===== config.mk =====
export PLATFORM = sky130hd
export DESIGN_NAME = mult_top
export DESIGN_NICKNAME = d
export VERILOG_FILES = /design/src/mult_pkg.sv /design/src/mult_if.sv /design/src/csa_tree_8.sv /design/src/simd_mult.sv /design/src/mult_axil_regs.sv /design/src/mult_top.sv
export SDC_FILE = /design/constraint.sdc
export NUM_CORES = 2
export LEC_CHECK = 0
export BUFFER_PORTS_ARGS = -buffer_cell sky130_fd_sc_hd__buf_2
export CORE_MARGIN = 10
export CORE_UTILIZATION = 40
export DETAILED_ROUTE_END_ITERATION = 7
export PLACE_DENSITY = 0.52
export RECOVER_POWER = 100
export SLEW_MARGIN = 25
export SYNTH_ARGS = -nofsm -noshare
export SYNTH_HDL_FRONTEND = slang
export SYNTH_SLANG_ARGS = --single-unit

===== constraint.sdc =====
create_clock -name clk -period 31.7 [get_ports clk]
set_input_delay 4.755 -clock clk [delete_from_list [all_inputs] [get_ports clk]]
set_output_delay 4.755 -clock clk [all_outputs]
set_load 0.02 [all_outputs]

===== src/mult_pkg.sv =====
`default_nettype none

package mult_pkg;

    localparam int unsigned ARCH_WIDTH   = 32;
    localparam int unsigned ARCH_WIDTH_D = 2 * ARCH_WIDTH;  // full product
    localparam int unsigned ARCH_WIDTH_H = ARCH_WIDTH / 2;  // dot16 lane
    localparam int unsigned AXI_ADDR_W   = 5;

    typedef logic [ARCH_WIDTH-1:0] simd_t;        // operand or result word
    typedef simd_t [1:0] simd_d_t;                // [1] high word, [0] low word
    typedef logic [AXI_ADDR_W-1:0] axi_addr_t;
    typedef logic [ARCH_WIDTH/8-1:0] axi_strb_t;  // one bit per byte lane
    typedef logic [1:0] axi_resp_t;

    // bit 2 set for the packed lane ops
    typedef enum logic [2:0] {
        MULT_OP_MUL    = 3'd0,  // low word, signed
        MULT_OP_MULH   = 3'd1,  // high word, signed x signed
        MULT_OP_MULHSU = 3'd2,  // high word, signed a x unsigned b
        MULT_OP_MULHU  = 3'd3,  // high word, unsigned
        MULT_OP_DOT16  = 3'd4,  // 2 lanes of 16x16 summed
        MULT_OP_DOT8   = 3'd5   // 4 lanes of 8x8 summed, 17-bit result
    } mult_op_t;

    // register map, byte offsets
    localparam axi_addr_t REG_A      = 5'h00;
    localparam axi_addr_t REG_B      = 5'h04;
    localparam axi_addr_t REG_CTRL   = 5'h08;  // write starts an op
    localparam axi_addr_t REG_RESULT = 5'h0C;
    localparam axi_addr_t REG_STATUS = 5'h10;  // [1] busy, [0] done

    localparam axi_resp_t AXI_RESP_OKAY = 2'b00;
    localparam axi_strb_t AXI_STRB_FULL = '1;  // only full words get written

endpackage

`default_nettype wire


===== src/mult_if.sv =====
`timescale 1ns/1ns
`default_nettype none

interface mult_if import mult_pkg::*; ();

    logic     valid;    // start strobe, one cycle per request
    mult_op_t op;
    simd_t    a;
    simd_t    b;
    simd_t    p;        // result, good only while p_valid
    logic     p_valid;

    // register block side
    modport host (
        output valid, op, a, b,
        input  p, p_valid
    );

    // multiplier side
    modport core (
        input  valid, op, a, b,
        output p, p_valid
    );

endinterface

`default_nettype wire


===== src/csa_tree_8.sv =====
`timescale 1ns/1ns
`default_nettype none

module csa_tree_8 #(
    parameter int unsigned W = 64
) (
    input  logic [7:0][W-1:0] i_a,
    output logic [W-1:0]      o_s,
    output logic [W-1:0]      o_c   // already weighted, just add to o_s
);

    // row of full adders, [0] sum, [1] carry moved up one bit
    function automatic logic [1:0][W-1:0] csa_3_2(
        input logic [W-1:0] x,
        input logic [W-1:0] y,
        input logic [W-1:0] z
    );
        logic [1:0][W-1:0] r;
        r[0] = x ^ y ^ z;
        r[1] = ((x & y) | (x & z) | (y & z)) << 1;  // top carry drops off, mod 2^W
        return r;
    endfunction

    logic [5:0][W-1:0] lvl_1;  // 8 -> 6
    logic [3:0][W-1:0] lvl_2;  // 6 -> 4
    logic [2:0][W-1:0] lvl_3;  // 4 -> 3
    logic [1:0][W-1:0] lvl_4;  // 3 -> 2

    // level 1, two compressors, last pair waits a level
    assign lvl_1[1:0] = csa_3_2(i_a[0], i_a[1], i_a[2]);
    assign lvl_1[3:2] = csa_3_2(i_a[3], i_a[4], i_a[5]);
    assign lvl_1[5:4] = i_a[7:6];

    // level 2
    assign lvl_2[1:0] = csa_3_2(lvl_1[0], lvl_1[1], lvl_1[2]);
    assign lvl_2[3:2] = csa_3_2(lvl_1[3], lvl_1[4], lvl_1[5]);

    // level 3, one word rides along
    assign lvl_3[1:0] = csa_3_2(lvl_2[0], lvl_2[1], lvl_2[2]);
    assign lvl_3[2]   = lvl_2[3];

    // level 4
    assign lvl_4 = csa_3_2(lvl_3[0], lvl_3[1], lvl_3[2]);

    assign o_s = lvl_4[0];
    assign o_c = lvl_4[1];

endmodule

`default_nettype wire


===== src/simd_mult.sv =====
`timescale 1ns/1ns
`default_nettype none

module simd_mult import mult_pkg::*; #(
    parameter int unsigned TREE_W = ARCH_WIDTH_D  // csa word width
) (
    input  logic clk,
    input  logic i_rst,
    mult_if.core mul
);

    localparam int unsigned LANE_8    = 8;
    localparam int unsigned LANE_16   = ARCH_WIDTH_H;
    localparam int unsigned DOT8_W    = ARCH_WIDTH_H + 1;    // dot8 sum, 17 bits
    localparam int unsigned DOT8_SIGN = ARCH_WIDTH - DOT8_W; // sign pad, 15 bits

    // trees must hold the whole 64-bit product
    if (TREE_W < ARCH_WIDTH_D) begin : g_tree_w_check
        $error("simd_mult: TREE_W narrower than the double word");
    end

    logic op_dot16;
    logic op_dot8;
    logic op_simd;
    logic op_ok;
    assign op_dot16 = (mul.op == MULT_OP_DOT16);
    assign op_dot8  = (mul.op == MULT_OP_DOT8);
    assign op_simd  = mul.op[2];
    assign op_ok    = mul.op inside {MULT_OP_MUL, MULT_OP_MULH, MULT_OP_MULHSU,
                                     MULT_OP_MULHU, MULT_OP_DOT16, MULT_OP_DOT8};

    // AND matrix, row i = a[i] & b, lane-aware Baugh-Wooley
    simd_t [ARCH_WIDTH-1:0] pp;
    always_comb begin
        logic bit_ij;
        logic in_tile;  // (i, j) sits on a diagonal lane tile
        logic row_sgn;  // lane-local sign row
        logic col_sgn;  // lane-local sign column
        for (int i = 0; i < ARCH_WIDTH; i++) begin
            for (int j = 0; j < ARCH_WIDTH; j++) begin
                if (op_dot8) begin
                    in_tile = (i / LANE_8) == (j / LANE_8);
                    row_sgn = (i % LANE_8) == LANE_8 - 1;
                    col_sgn = (j % LANE_8) == LANE_8 - 1;
                end else if (op_dot16) begin
                    in_tile = (i / LANE_16) == (j / LANE_16);
                    row_sgn = (i % LANE_16) == LANE_16 - 1;
                    col_sgn = (j % LANE_16) == LANE_16 - 1;
                end else begin
                    in_tile = 1'b1;  // one 32x32 lane
                    row_sgn = (i == ARCH_WIDTH - 1);
                    col_sgn = (j == ARCH_WIDTH - 1);
                end
                bit_ij = mul.a[i] & mul.b[j];
                // invert sign row and column, corner stays, MULHU stays plain
                if ((mul.op != MULT_OP_MULHU) && (row_sgn != col_sgn)) begin
                    bit_ij = ~bit_ij;
                end
                pp[i][j] = bit_ij & in_tile & op_ok;  // bad op code, empty matrix
            end
        end
    end

    // weight each row, lane rows are pulled back down to bit 0 for the sum
    logic [ARCH_WIDTH-1:0][TREE_W-1:0] ppv;
    always_comb begin
        for (int i = 0; i < ARCH_WIDTH; i++) begin
            if (op_dot8) begin
                ppv[i] = (TREE_W'(pp[i]) << (i % LANE_8)) >> ((i / LANE_8) * LANE_8);
            end else if (op_dot16) begin
                ppv[i] = (TREE_W'(pp[i]) << (i % LANE_16)) >> ((i / LANE_16) * LANE_16);
            end else begin
                ppv[i] = TREE_W'(pp[i]) << i;
            end
        end
    end

    // Baugh-Wooley constant per mode
    simd_d_t corr;
    always_comb begin
        case (mul.op)
            MULT_OP_MUL,
            MULT_OP_MULH,
            MULT_OP_MULHSU: corr = 64'h8000_0001_0000_0000;  // 2^63 + 2^32
            MULT_OP_DOT16:  corr = 64'h0000_0000_0002_0000;  // 2^16, once per lane
            MULT_OP_DOT8:   corr = 64'h0000_0000_0000_0400;  // 2^8, four lanes
            default:        corr = '0;                       // MULHU, bad codes
        endcase
    end

    // stage one trees, 8 rows each, [2t] sum, [2t+1] carry
    logic [7:0][TREE_W-1:0] tree_o;
    for (genvar t = 0; t < 4; t++) begin : g_tree
        csa_tree_8 #(.W(TREE_W)) csa_tree_8_i (
            .i_a (ppv[8*t +: 8]),
            .o_s (tree_o[2*t]),
            .o_c (tree_o[2*t+1])
        );
    end

    logic [7:0][TREE_W-1:0] tree_d;
    mult_op_t               op_d;
    simd_d_t                corr_d;
    simd_t                  a_d;
    logic                   b_sgn_d;

    always_ff @(posedge clk) begin
        if (i_rst) begin
            op_d        <= MULT_OP_MUL;
            mul.p_valid <= 1'b0;
        end else begin
            mul.p_valid <= mul.valid;
            if (mul.valid) begin
                op_d <= op_ok ? mul.op : MULT_OP_MUL;  // bad code runs as MUL of zero
            end
        end
    end

    always_ff @(posedge clk) begin
        if (mul.valid) begin
            tree_d <= tree_o;
            corr_d <= corr;
        end
        if (mul.valid && !op_simd) begin  // only MULHSU reads these
            a_d     <= mul.a;
            b_sgn_d <= mul.b[ARCH_WIDTH-1];
        end
    end

    // stage two, final tree then carry-propagate
    logic [TREE_W-1:0] tree_f_s;
    logic [TREE_W-1:0] tree_f_c;
    logic [TREE_W-1:0] tree_sum;
    simd_d_t           mul_s;
    simd_t             mul_su;

    csa_tree_8 #(.W(TREE_W)) csa_tree_8_f_i (
        .i_a (tree_d),
        .o_s (tree_f_s),
        .o_c (tree_f_c)
    );

    assign tree_sum = tree_f_s + tree_f_c;
    assign mul_s    = tree_sum[ARCH_WIDTH_D-1:0] + corr_d;
    // b taken unsigned adds a * 2^32 when its sign bit is set
    assign mul_su   = b_sgn_d ? (mul_s[1] + a_d) : mul_s[1];

    always_comb begin
        case (op_d)
            MULT_OP_MUL:    mul.p = mul_s[0];
            MULT_OP_MULH:   mul.p = mul_s[1];
            MULT_OP_MULHSU: mul.p = mul_su;
            MULT_OP_MULHU:  mul.p = mul_s[1];  // no flips, no constant
            MULT_OP_DOT16:  mul.p = mul_s[0];  // lane sums already overlap
            MULT_OP_DOT8:   mul.p = {{DOT8_SIGN{mul_s[0][DOT8_W-1]}}, mul_s[0][DOT8_W-1:0]};
            default:        mul.p = '0;
        endcase
    end

    // result strobe trails the request by exactly one cycle
    a_p_valid_timing: assert property (@(posedge clk) disable iff (i_rst)
        mul.p_valid == $past(mul.valid));

    // bad codes were folded to MUL at the stage register
    a_p_valid_op: assert property (@(posedge clk) disable iff (i_rst)
        mul.p_valid |-> op_d inside {MULT_OP_MUL, MULT_OP_MULH, MULT_OP_MULHSU,
                                     MULT_OP_MULHU, MULT_OP_DOT16, MULT_OP_DOT8});

endmodule

`default_nettype wire


===== src/mult_axil_regs.sv =====
`timescale 1ns/1ns
`default_nettype none

module mult_axil_regs import mult_pkg::*; (
    input  logic      clk,
    input  logic      i_rst,
    input  axi_addr_t i_s_axi_awaddr,
    input  logic      i_s_axi_awvalid,
    output logic      o_s_axi_awready,
    input  simd_t     i_s_axi_wdata,
    input  axi_strb_t i_s_axi_wstrb,
    input  logic      i_s_axi_wvalid,
    output logic      o_s_axi_wready,
    output axi_resp_t o_s_axi_bresp,
    output logic      o_s_axi_bvalid,
    input  logic      i_s_axi_bready,
    input  axi_addr_t i_s_axi_araddr,
    input  logic      i_s_axi_arvalid,
    output logic      o_s_axi_arready,
    output simd_t     o_s_axi_rdata,
    output axi_resp_t o_s_axi_rresp,
    output logic      o_s_axi_rvalid,
    input  logic      i_s_axi_rready,
    mult_if.host      mul
);

    typedef enum logic [1:0] {W_IDLE, W_DATA, W_ADDR, W_RESP} wr_state_t;
    typedef enum logic {R_IDLE, R_RESP} rd_state_t;

    wr_state_t  wr_state;
    wr_state_t  wr_next;
    rd_state_t  rd_state;
    rd_state_t  rd_next;
    logic       aw_hs;
    logic       w_hs;
    logic       ar_hs;
    logic       wr_en;       // write lands this cycle
    axi_addr_t  awaddr_q;
    simd_t      wdata_q;
    axi_strb_t  wstrb_q;
    axi_addr_t  wr_addr;
    simd_t      wr_data;
    axi_strb_t  wr_strb;
    simd_t      reg_a;
    simd_t      reg_b;
    simd_t      reg_result;
    logic       done;
    logic       busy;
    logic [1:0] in_flight;   // 0..2 requests in the pipe
    simd_t      rd_word;

    assign aw_hs = i_s_axi_awvalid & o_s_axi_awready;
    assign w_hs  = i_s_axi_wvalid & o_s_axi_wready;
    assign ar_hs = i_s_axi_arvalid & o_s_axi_arready;

    always_comb begin
        wr_next = wr_state;
        case (wr_state)
            W_IDLE: begin
                if (aw_hs && w_hs) begin
                    wr_next = W_RESP;
                end else if (aw_hs) begin
                    wr_next = W_DATA;  // hold addr, wait for data
                end else if (w_hs) begin
                    wr_next = W_ADDR;  // hold data, wait for addr
                end
            end
            W_DATA:  if (w_hs) wr_next = W_RESP;
            W_ADDR:  if (aw_hs) wr_next = W_RESP;
            default: if (i_s_axi_bready) wr_next = W_IDLE;
        endcase
    end

    always_comb begin
        rd_next = rd_state;
        case (rd_state)
            R_IDLE:  if (ar_hs) rd_next = R_RESP;
            default: if (i_s_axi_rready) rd_next = R_IDLE;
        endcase
    end

    // the half that arrived earlier comes from its holding register
    assign wr_en   = (wr_state != W_RESP) && (wr_next == W_RESP);
    assign wr_addr = aw_hs ? i_s_axi_awaddr : awaddr_q;
    assign wr_data = w_hs ? i_s_axi_wdata : wdata_q;
    assign wr_strb = w_hs ? i_s_axi_wstrb : wstrb_q;

    // readies and valids registered off the next state
    always_ff @(posedge clk) begin
        if (i_rst) begin
            wr_state        <= W_IDLE;
            rd_state        <= R_IDLE;
            o_s_axi_awready <= 1'b0;
            o_s_axi_wready  <= 1'b0;
            o_s_axi_bvalid  <= 1'b0;
            o_s_axi_arready <= 1'b0;
            o_s_axi_rvalid  <= 1'b0;
        end else begin
            wr_state        <= wr_next;
            rd_state        <= rd_next;
            o_s_axi_awready <= (wr_next == W_IDLE) || (wr_next == W_ADDR);
            o_s_axi_wready  <= (wr_next == W_IDLE) || (wr_next == W_DATA);
            o_s_axi_bvalid  <= (wr_next == W_RESP);
            o_s_axi_arready <= (rd_next == R_IDLE);  // low while R is stalled
            o_s_axi_rvalid  <= (rd_next == R_RESP);
        end
    end

    always_ff @(posedge clk) begin
        if (aw_hs) awaddr_q <= i_s_axi_awaddr;
        if (w_hs) begin
            wdata_q <= i_s_axi_wdata;
            wstrb_q <= i_s_axi_wstrb;
        end
        if (ar_hs) o_s_axi_rdata <= rd_word;  // held through back-pressure
    end

    assign o_s_axi_bresp = AXI_RESP_OKAY;
    assign o_s_axi_rresp = AXI_RESP_OKAY;

    always_ff @(posedge clk) begin
        if (i_rst) begin
            reg_a      <= '0;
            reg_b      <= '0;
            reg_result <= '0;
            done       <= 1'b0;
            in_flight  <= '0;
            mul.valid  <= 1'b0;
            mul.op     <= MULT_OP_MUL;
        end else begin
            mul.valid <= 1'b0;
            if (wr_en && (wr_strb == AXI_STRB_FULL)) begin
                case (wr_addr)
                    REG_A: reg_a <= wr_data;
                    REG_B: reg_b <= wr_data;
                    REG_CTRL: begin
                        mul.valid <= 1'b1;  // next cycle is the start
                        mul.op    <= mult_op_t'(wr_data[2:0]);
                    end
                    default: ;  // result and status are read only
                endcase
            end
            if (mul.p_valid) reg_result <= mul.p;
            if (mul.valid) begin
                done <= 1'b0;  // new start wins over an older completion
            end else if (mul.p_valid) begin
                done <= 1'b1;
            end
            case ({mul.valid, mul.p_valid})
                2'b10:   in_flight <= in_flight + 2'd1;
                2'b01:   in_flight <= in_flight - 2'd1;
                default: in_flight <= in_flight;
            endcase
        end
    end

    assign busy  = (in_flight != 2'd0);
    assign mul.a = reg_a;
    assign mul.b = reg_b;

    always_comb begin
        case (i_s_axi_araddr)
            REG_A:      rd_word = reg_a;
            REG_B:      rd_word = reg_b;
            REG_CTRL:   rd_word = simd_t'(mul.op);
            REG_RESULT: rd_word = reg_result;
            REG_STATUS: rd_word = simd_t'({busy, done});
            default:    rd_word = '0;  // holes read zero
        endcase
    end

    // write response held until the master takes it
    a_bvalid_hold: assert property (@(posedge clk) disable iff (i_rst)
        o_s_axi_bvalid && !i_s_axi_bready |=> o_s_axi_bvalid);

endmodule

`default_nettype wire


===== src/mult_top.sv =====
`timescale 1ns/1ns
`default_nettype none

module mult_top import mult_pkg::*; #(
    parameter int unsigned TREE_W = ARCH_WIDTH_D  // csa word width in the multiplier
) (
    input  logic      clk,
    input  logic      i_rst,
    input  axi_addr_t i_s_axi_awaddr,
    input  logic      i_s_axi_awvalid,
    output logic      o_s_axi_awready,
    input  simd_t     i_s_axi_wdata,
    input  axi_strb_t i_s_axi_wstrb,
    input  logic      i_s_axi_wvalid,
    output logic      o_s_axi_wready,
    output axi_resp_t o_s_axi_bresp,
    output logic      o_s_axi_bvalid,
    input  logic      i_s_axi_bready,
    input  axi_addr_t i_s_axi_araddr,
    input  logic      i_s_axi_arvalid,
    output logic      o_s_axi_arready,
    output simd_t     o_s_axi_rdata,
    output axi_resp_t o_s_axi_rresp,
    output logic      o_s_axi_rvalid,
    input  logic      i_s_axi_rready
);

    mult_if mul_if ();  // request in, result out

    mult_axil_regs regs_i (
        .clk             (clk),
        .i_rst           (i_rst),
        .i_s_axi_awaddr  (i_s_axi_awaddr),
        .i_s_axi_awvalid (i_s_axi_awvalid),
        .o_s_axi_awready (o_s_axi_awready),
        .i_s_axi_wdata   (i_s_axi_wdata),
        .i_s_axi_wstrb   (i_s_axi_wstrb),
        .i_s_axi_wvalid  (i_s_axi_wvalid),
        .o_s_axi_wready  (o_s_axi_wready),
        .o_s_axi_bresp   (o_s_axi_bresp),
        .o_s_axi_bvalid  (o_s_axi_bvalid),
        .i_s_axi_bready  (i_s_axi_bready),
        .i_s_axi_araddr  (i_s_axi_araddr),
        .i_s_axi_arvalid (i_s_axi_arvalid),
        .o_s_axi_arready (o_s_axi_arready),
        .o_s_axi_rdata   (o_s_axi_rdata),
        .o_s_axi_rresp   (o_s_axi_rresp),
        .o_s_axi_rvalid  (o_s_axi_rvalid),
        .i_s_axi_rready  (i_s_axi_rready),
        .mul             (mul_if.host)
    );

    // two-stage core, result one cycle after the start
    simd_mult #(.TREE_W(TREE_W)) mult_i (
        .clk   (clk),
        .i_rst (i_rst),
        .mul   (mul_if.core)
    );

endmodule

`default_nettype wire


==> results.md <==
Status:
- The flow ran to the end, but the final reports show violations.
- The final reports fail on capacitance limit, slew limit.

Critical path:
- Along the worst path, the maximum fanout reaches 64.
- The type of the worst setup path is in -> reg.
- The largest single stage delay on the critical path is 2.12 ns.
- The worst-case reg-to-reg path depth is 13.
- The worst setup path is captured at a flop.
- In this design, the critical path's most frequently occurring cell is sky130_fd_sc_hd__nand2_1.
- Data arrives at the worst endpoint at 10.03 ns.
- Walking the worst path, the cells encountered are buf_2 -> nand2_1 -> mux2_2 -> nand2_1 -> nor4b_1 -> nand3_1 -> or2_2 -> nor2_4 -> clkbuf_1 -> a211oi_1.
- Data on the critical path is required at its endpoint by 32.19 ns.
- STA classifies the critical path startpoint as a primary input.
- For this design, the slowest cell found on the critical path is sky130_fd_sc_hd__clkbuf_1.

Clock network:
- The cell at the root of the clock tree is sky130_fd_sc_hd__clkbuf_16.
- The number of clock buffers added by TritonCTS is 83.
- The total number of H-tree levels is 3.
- TritonCTS built the clock tree.
- The number of cells upsized or downsized after cts is 0.
- The later pin in the worst-skew pair is clocked with a latency of 0.75 ns.
- The clock slew at the register clock pins of the worst setup and hold paths is 0.06 ns.
- Hold repair after CTS inserted 0 buffers.
- The sink count of the clock tree is 624.
- In this run the post-CTS setup repair buffer count came out at 0.
- The buffer levels on the longest clock path is 3.

Die:
- The width of the die is 443 um.
- The total area inside the core boundary comes to 178000 sq um.
- The area of the die is 196000 sq um.
- Measured along the y axis, the die boundary spans 443 um.
- 94 I/O pins were placed.
- The initial utilization of the core area, before any placement, comes to 40.2%.
- The floorplan has 155 rows.

Global route:
- The via count of the first global-routing pass is 53600.
- The pin count of the biggest net entering global routing is 133.
- The first-pass GRT wire length is 368 mm.
- The initial antenna violation count is 29.
- For this run, the total global-route usage over all layers was measured as 25.4%.
- The sum of overflow across all layers after global routing is 0.

Flow run:
- Max-cap violations in this run came to 46.

Worst hold path:
- The worst hold path belongs to the class reg -> reg.
- Along the worst hold path, the cell count comes to 2.

Power:
- The total power consumption of the routed design is 1.99 mW.
- Summed over all cells, the static leakage comes to 34.5 nW.
- The total power divided by cell area is 25.7 nW/um^2.
- IR analysis of the VDD net gives a maximum drop of 0.0353 mV.

Route:
- For this block, the initial DRC count from the detailed router was 4687.
- The post-route antenna net violation count is 0.
- The first detailed-routing pass ran for 6 iterations.
- The wire length after detailed routing is 248 mm.
- After detailed routing, the number of remaining DRC violations is 0.
- After detailed routing, the number of vias per cell comes to 5.32.
- The via count is 50400.
- The detailed-route wire length per cell is 26.1 um.

Logic synthesis:
- The mean instance size in the synthesized netlist is 10.1 sq um.
- The part of the Yosys area used for sequential elements is 24.0%.
- The share of flip-flops with an asynchronous set or reset is 0%.
- The synthesized netlist occupies a cell area of 71600 sq um.
- Counting flops with a built-in enable in the synthesized netlist gives 469.
- The library cell occupying the most area in the post-synthesis netlist is sky130_fd_sc_hd__fa_1.
- The count of yosys warnings during synthesis is 0.
- The count of distinct cell types in the synthesized netlist is 85.
- After technology mapping, the gate count stands at 7113.
- The main flop type after synthesis is sky130_fd_sc_hd__edfxtp_1.
- Sorting the synthesized cells by area gives the leading types as sky130_fd_sc_hd__fa_1 38%, sky130_fd_sc_hd__edfxtp_1 20%, sky130_fd_sc_hd__inv_1 8.1%, sky130_fd_sc_hd__and2_1 5.1%, sky130_fd_sc_hd__dfxtp_1 4.3%.
- The area fraction of the dominant cell type after synthesis is 38.3%.
- Counting flops and latches in the post-synthesis netlist gives 624.

STA:
- Setup repair after global routing left no endpoint under its margin.
- For the pin with the worst max-slew slack, the measured transition is 7.98 ns.
- The minimum clock period after layout is 9.54 ns.
- The number of slew-limit violations in the final report was 1643.
- The clock arrives with 0.0501 ns of skew.
- The worst slack on hold paths is 0.475 ns.
- The number of endpoints with negative hold slack in the final report is 0.
- The setup-violating endpoint count in the final report is 0.
- After layout, the worst path uses 30.1% of the clock period.
- Timing would allow up to 105 MHz.
- The normalized max-slew margin is -432%.
- In the final timing run, aggregate negative setup slack is 0 ns.

Place:
- The post-DP HPWL is 186 mm.
- The weighted congestion at the end of routability-driven global placement is 0.957.
- Buffers placed on the I/O ports in this run total 89.

Layout:
- Of the cells placed in the final design, the portion with a size suffix greater than 1 is 4.70%.
- Compared with the post-synthesis result, the final layout area differs by 7.99%.
- The count of nets after finishing is 8690.
-- critical path: cells and delay by family --
family	cells	cell delay [ns]
AO/OA/AOI/OAI	1	0.34
buffers and inverters	2	2.22
multiplexers	1	0.40
AND/OR/NAND/NOR	6	2.26
-- worst paths after layout --
check	to	start	slack, ns
worst max-delay path	regs_i.mul.a[10]$_SDFFE_PP0P_	i_s_axi_wvalid	22.16
worst min-delay path	regs_i.reg_result[1]$_SDFFE_PP0P_	regs_i.reg_result[1]$_SDFFE_PP0P_	0.47
worst max register to register	mult_i.tree_d[390]$_DFFE_PP_	regs_i.mul.op[2]$_SDFFE_PP0P_	22.23
worst min register to register	regs_i.reg_result[1]$_SDFFE_PP0P_	regs_i.reg_result[1]$_SDFFE_PP0P_	0.47
-- logic make-up after synthesis --
family	Yosys count	share of synthesized area (%)
xor+xnor	145	1.77
buf+inv	1996	10.5
fa+ha+maj	1608	42.4
mux	84	1.20
flops	624	24.0
simple gates	2045	14.7
other cells	2	0.0105
compound gates	609	5.41
-- cell type report --
cell class | instances | area (sq um)
Tap cell | 2355 | 2950
Multi-Input combinational cell | 4579 | 47400
Sequential cell | 624 | 17200
Fill cell | 17200 | 101000
Clock inverter | 49 | 474
Inverter | 1541 | 5790
Antenna cell | 19 | 47.5
Clock buffer | 107 | 2350
Timing Repair Buffer | 200 | 1140
-- routing by layer --
layer,wire (um),track usage [%],vias up
met5,35,0.0244,-
met1,106000,35.3,26400
met2,110000,39.2,2120
li1,-,-,21400
met4,9750,9.07,6
met3,22000,5.34,417
-- cell usage after synthesis, drive strengths merged, types with 48 or more instances --
master  number
a211oi      89
xnor2       67
nor2       289
and2       592
inv       1540
dfxtp      155
clkbuf     417
ha         238
nand2      609
o21ai      124
a21oi      196
xor2        78
mux2i       71
fa        1370
edfxtp     469
nor2b       63
and3       314
nand3       48
-- cells in the final DEF (no fill, tap or decap), drive strengths merged, types with 35 or more instances in the layout --
cell type,instances
a211oi,89
a21o,43
a21oi,196
and2,592
and3,314
buf,116
clkbuf,191
conb,88
dfxtp,155
edfxtp,469
fa,1370
ha,238
inv,1546
mux2i,71
nand2,609
nand2b,35
nand3,48
nor2,289
nor2b,63
o21ai,124
xnor2,67
xor2,78
-- per-stage QoR --
step           utilization [%]  setup WS, ns  cells  area (sq um)
2_1_floorplan                -         18.89   7199         72000
3_3_place_gp              41.9         22.66   9294         74600
3_5_place_dp              41.9         22.68   9297         74700
4_1_cts                   43.5         22.65   9453         77600
5_1_grt                   43.4         21.63   9457         77300
6_report                  43.4         22.16   9474         77400
-- power breakdown --
group          switching, mW  total [mW]  internal, mW
sequential           0.00401       0.892         0.887
clock                  0.420       0.991         0.570
combinational         0.0685       0.109        0.0404
total                  0.493        1.99          1.50
-- flip-flops by register name, indices dropped and copies added (netlist names) --
signal	flops
mult_i.tree_d	401
mult_i.a_d	32
regs_i.mul.a	32
regs_i.mul.b	32
regs_i.o_s_axi_rdata	32
regs_i.reg_result	32
regs_i.wdata_q	32
regs_i.awaddr_q	5
regs_i.wstrb_q	4
mult_i.corr_d	3
mult_i.op_d	3
regs_i.mul.op	3
regs_i.in_flight	2
regs_i.wr_state	2
mult_i.b_sgn_d	1
mult_i.mul.p_valid	1
regs_i.done	1
regs_i.mul.valid	1
regs_i.o_s_axi_arready	1
regs_i.o_s_axi_awready	1
regs_i.o_s_axi_bvalid	1
regs_i.o_s_axi_rvalid	1
regs_i.o_s_axi_wready	1
Note: power is estimated with default switching activity, not from simulation.
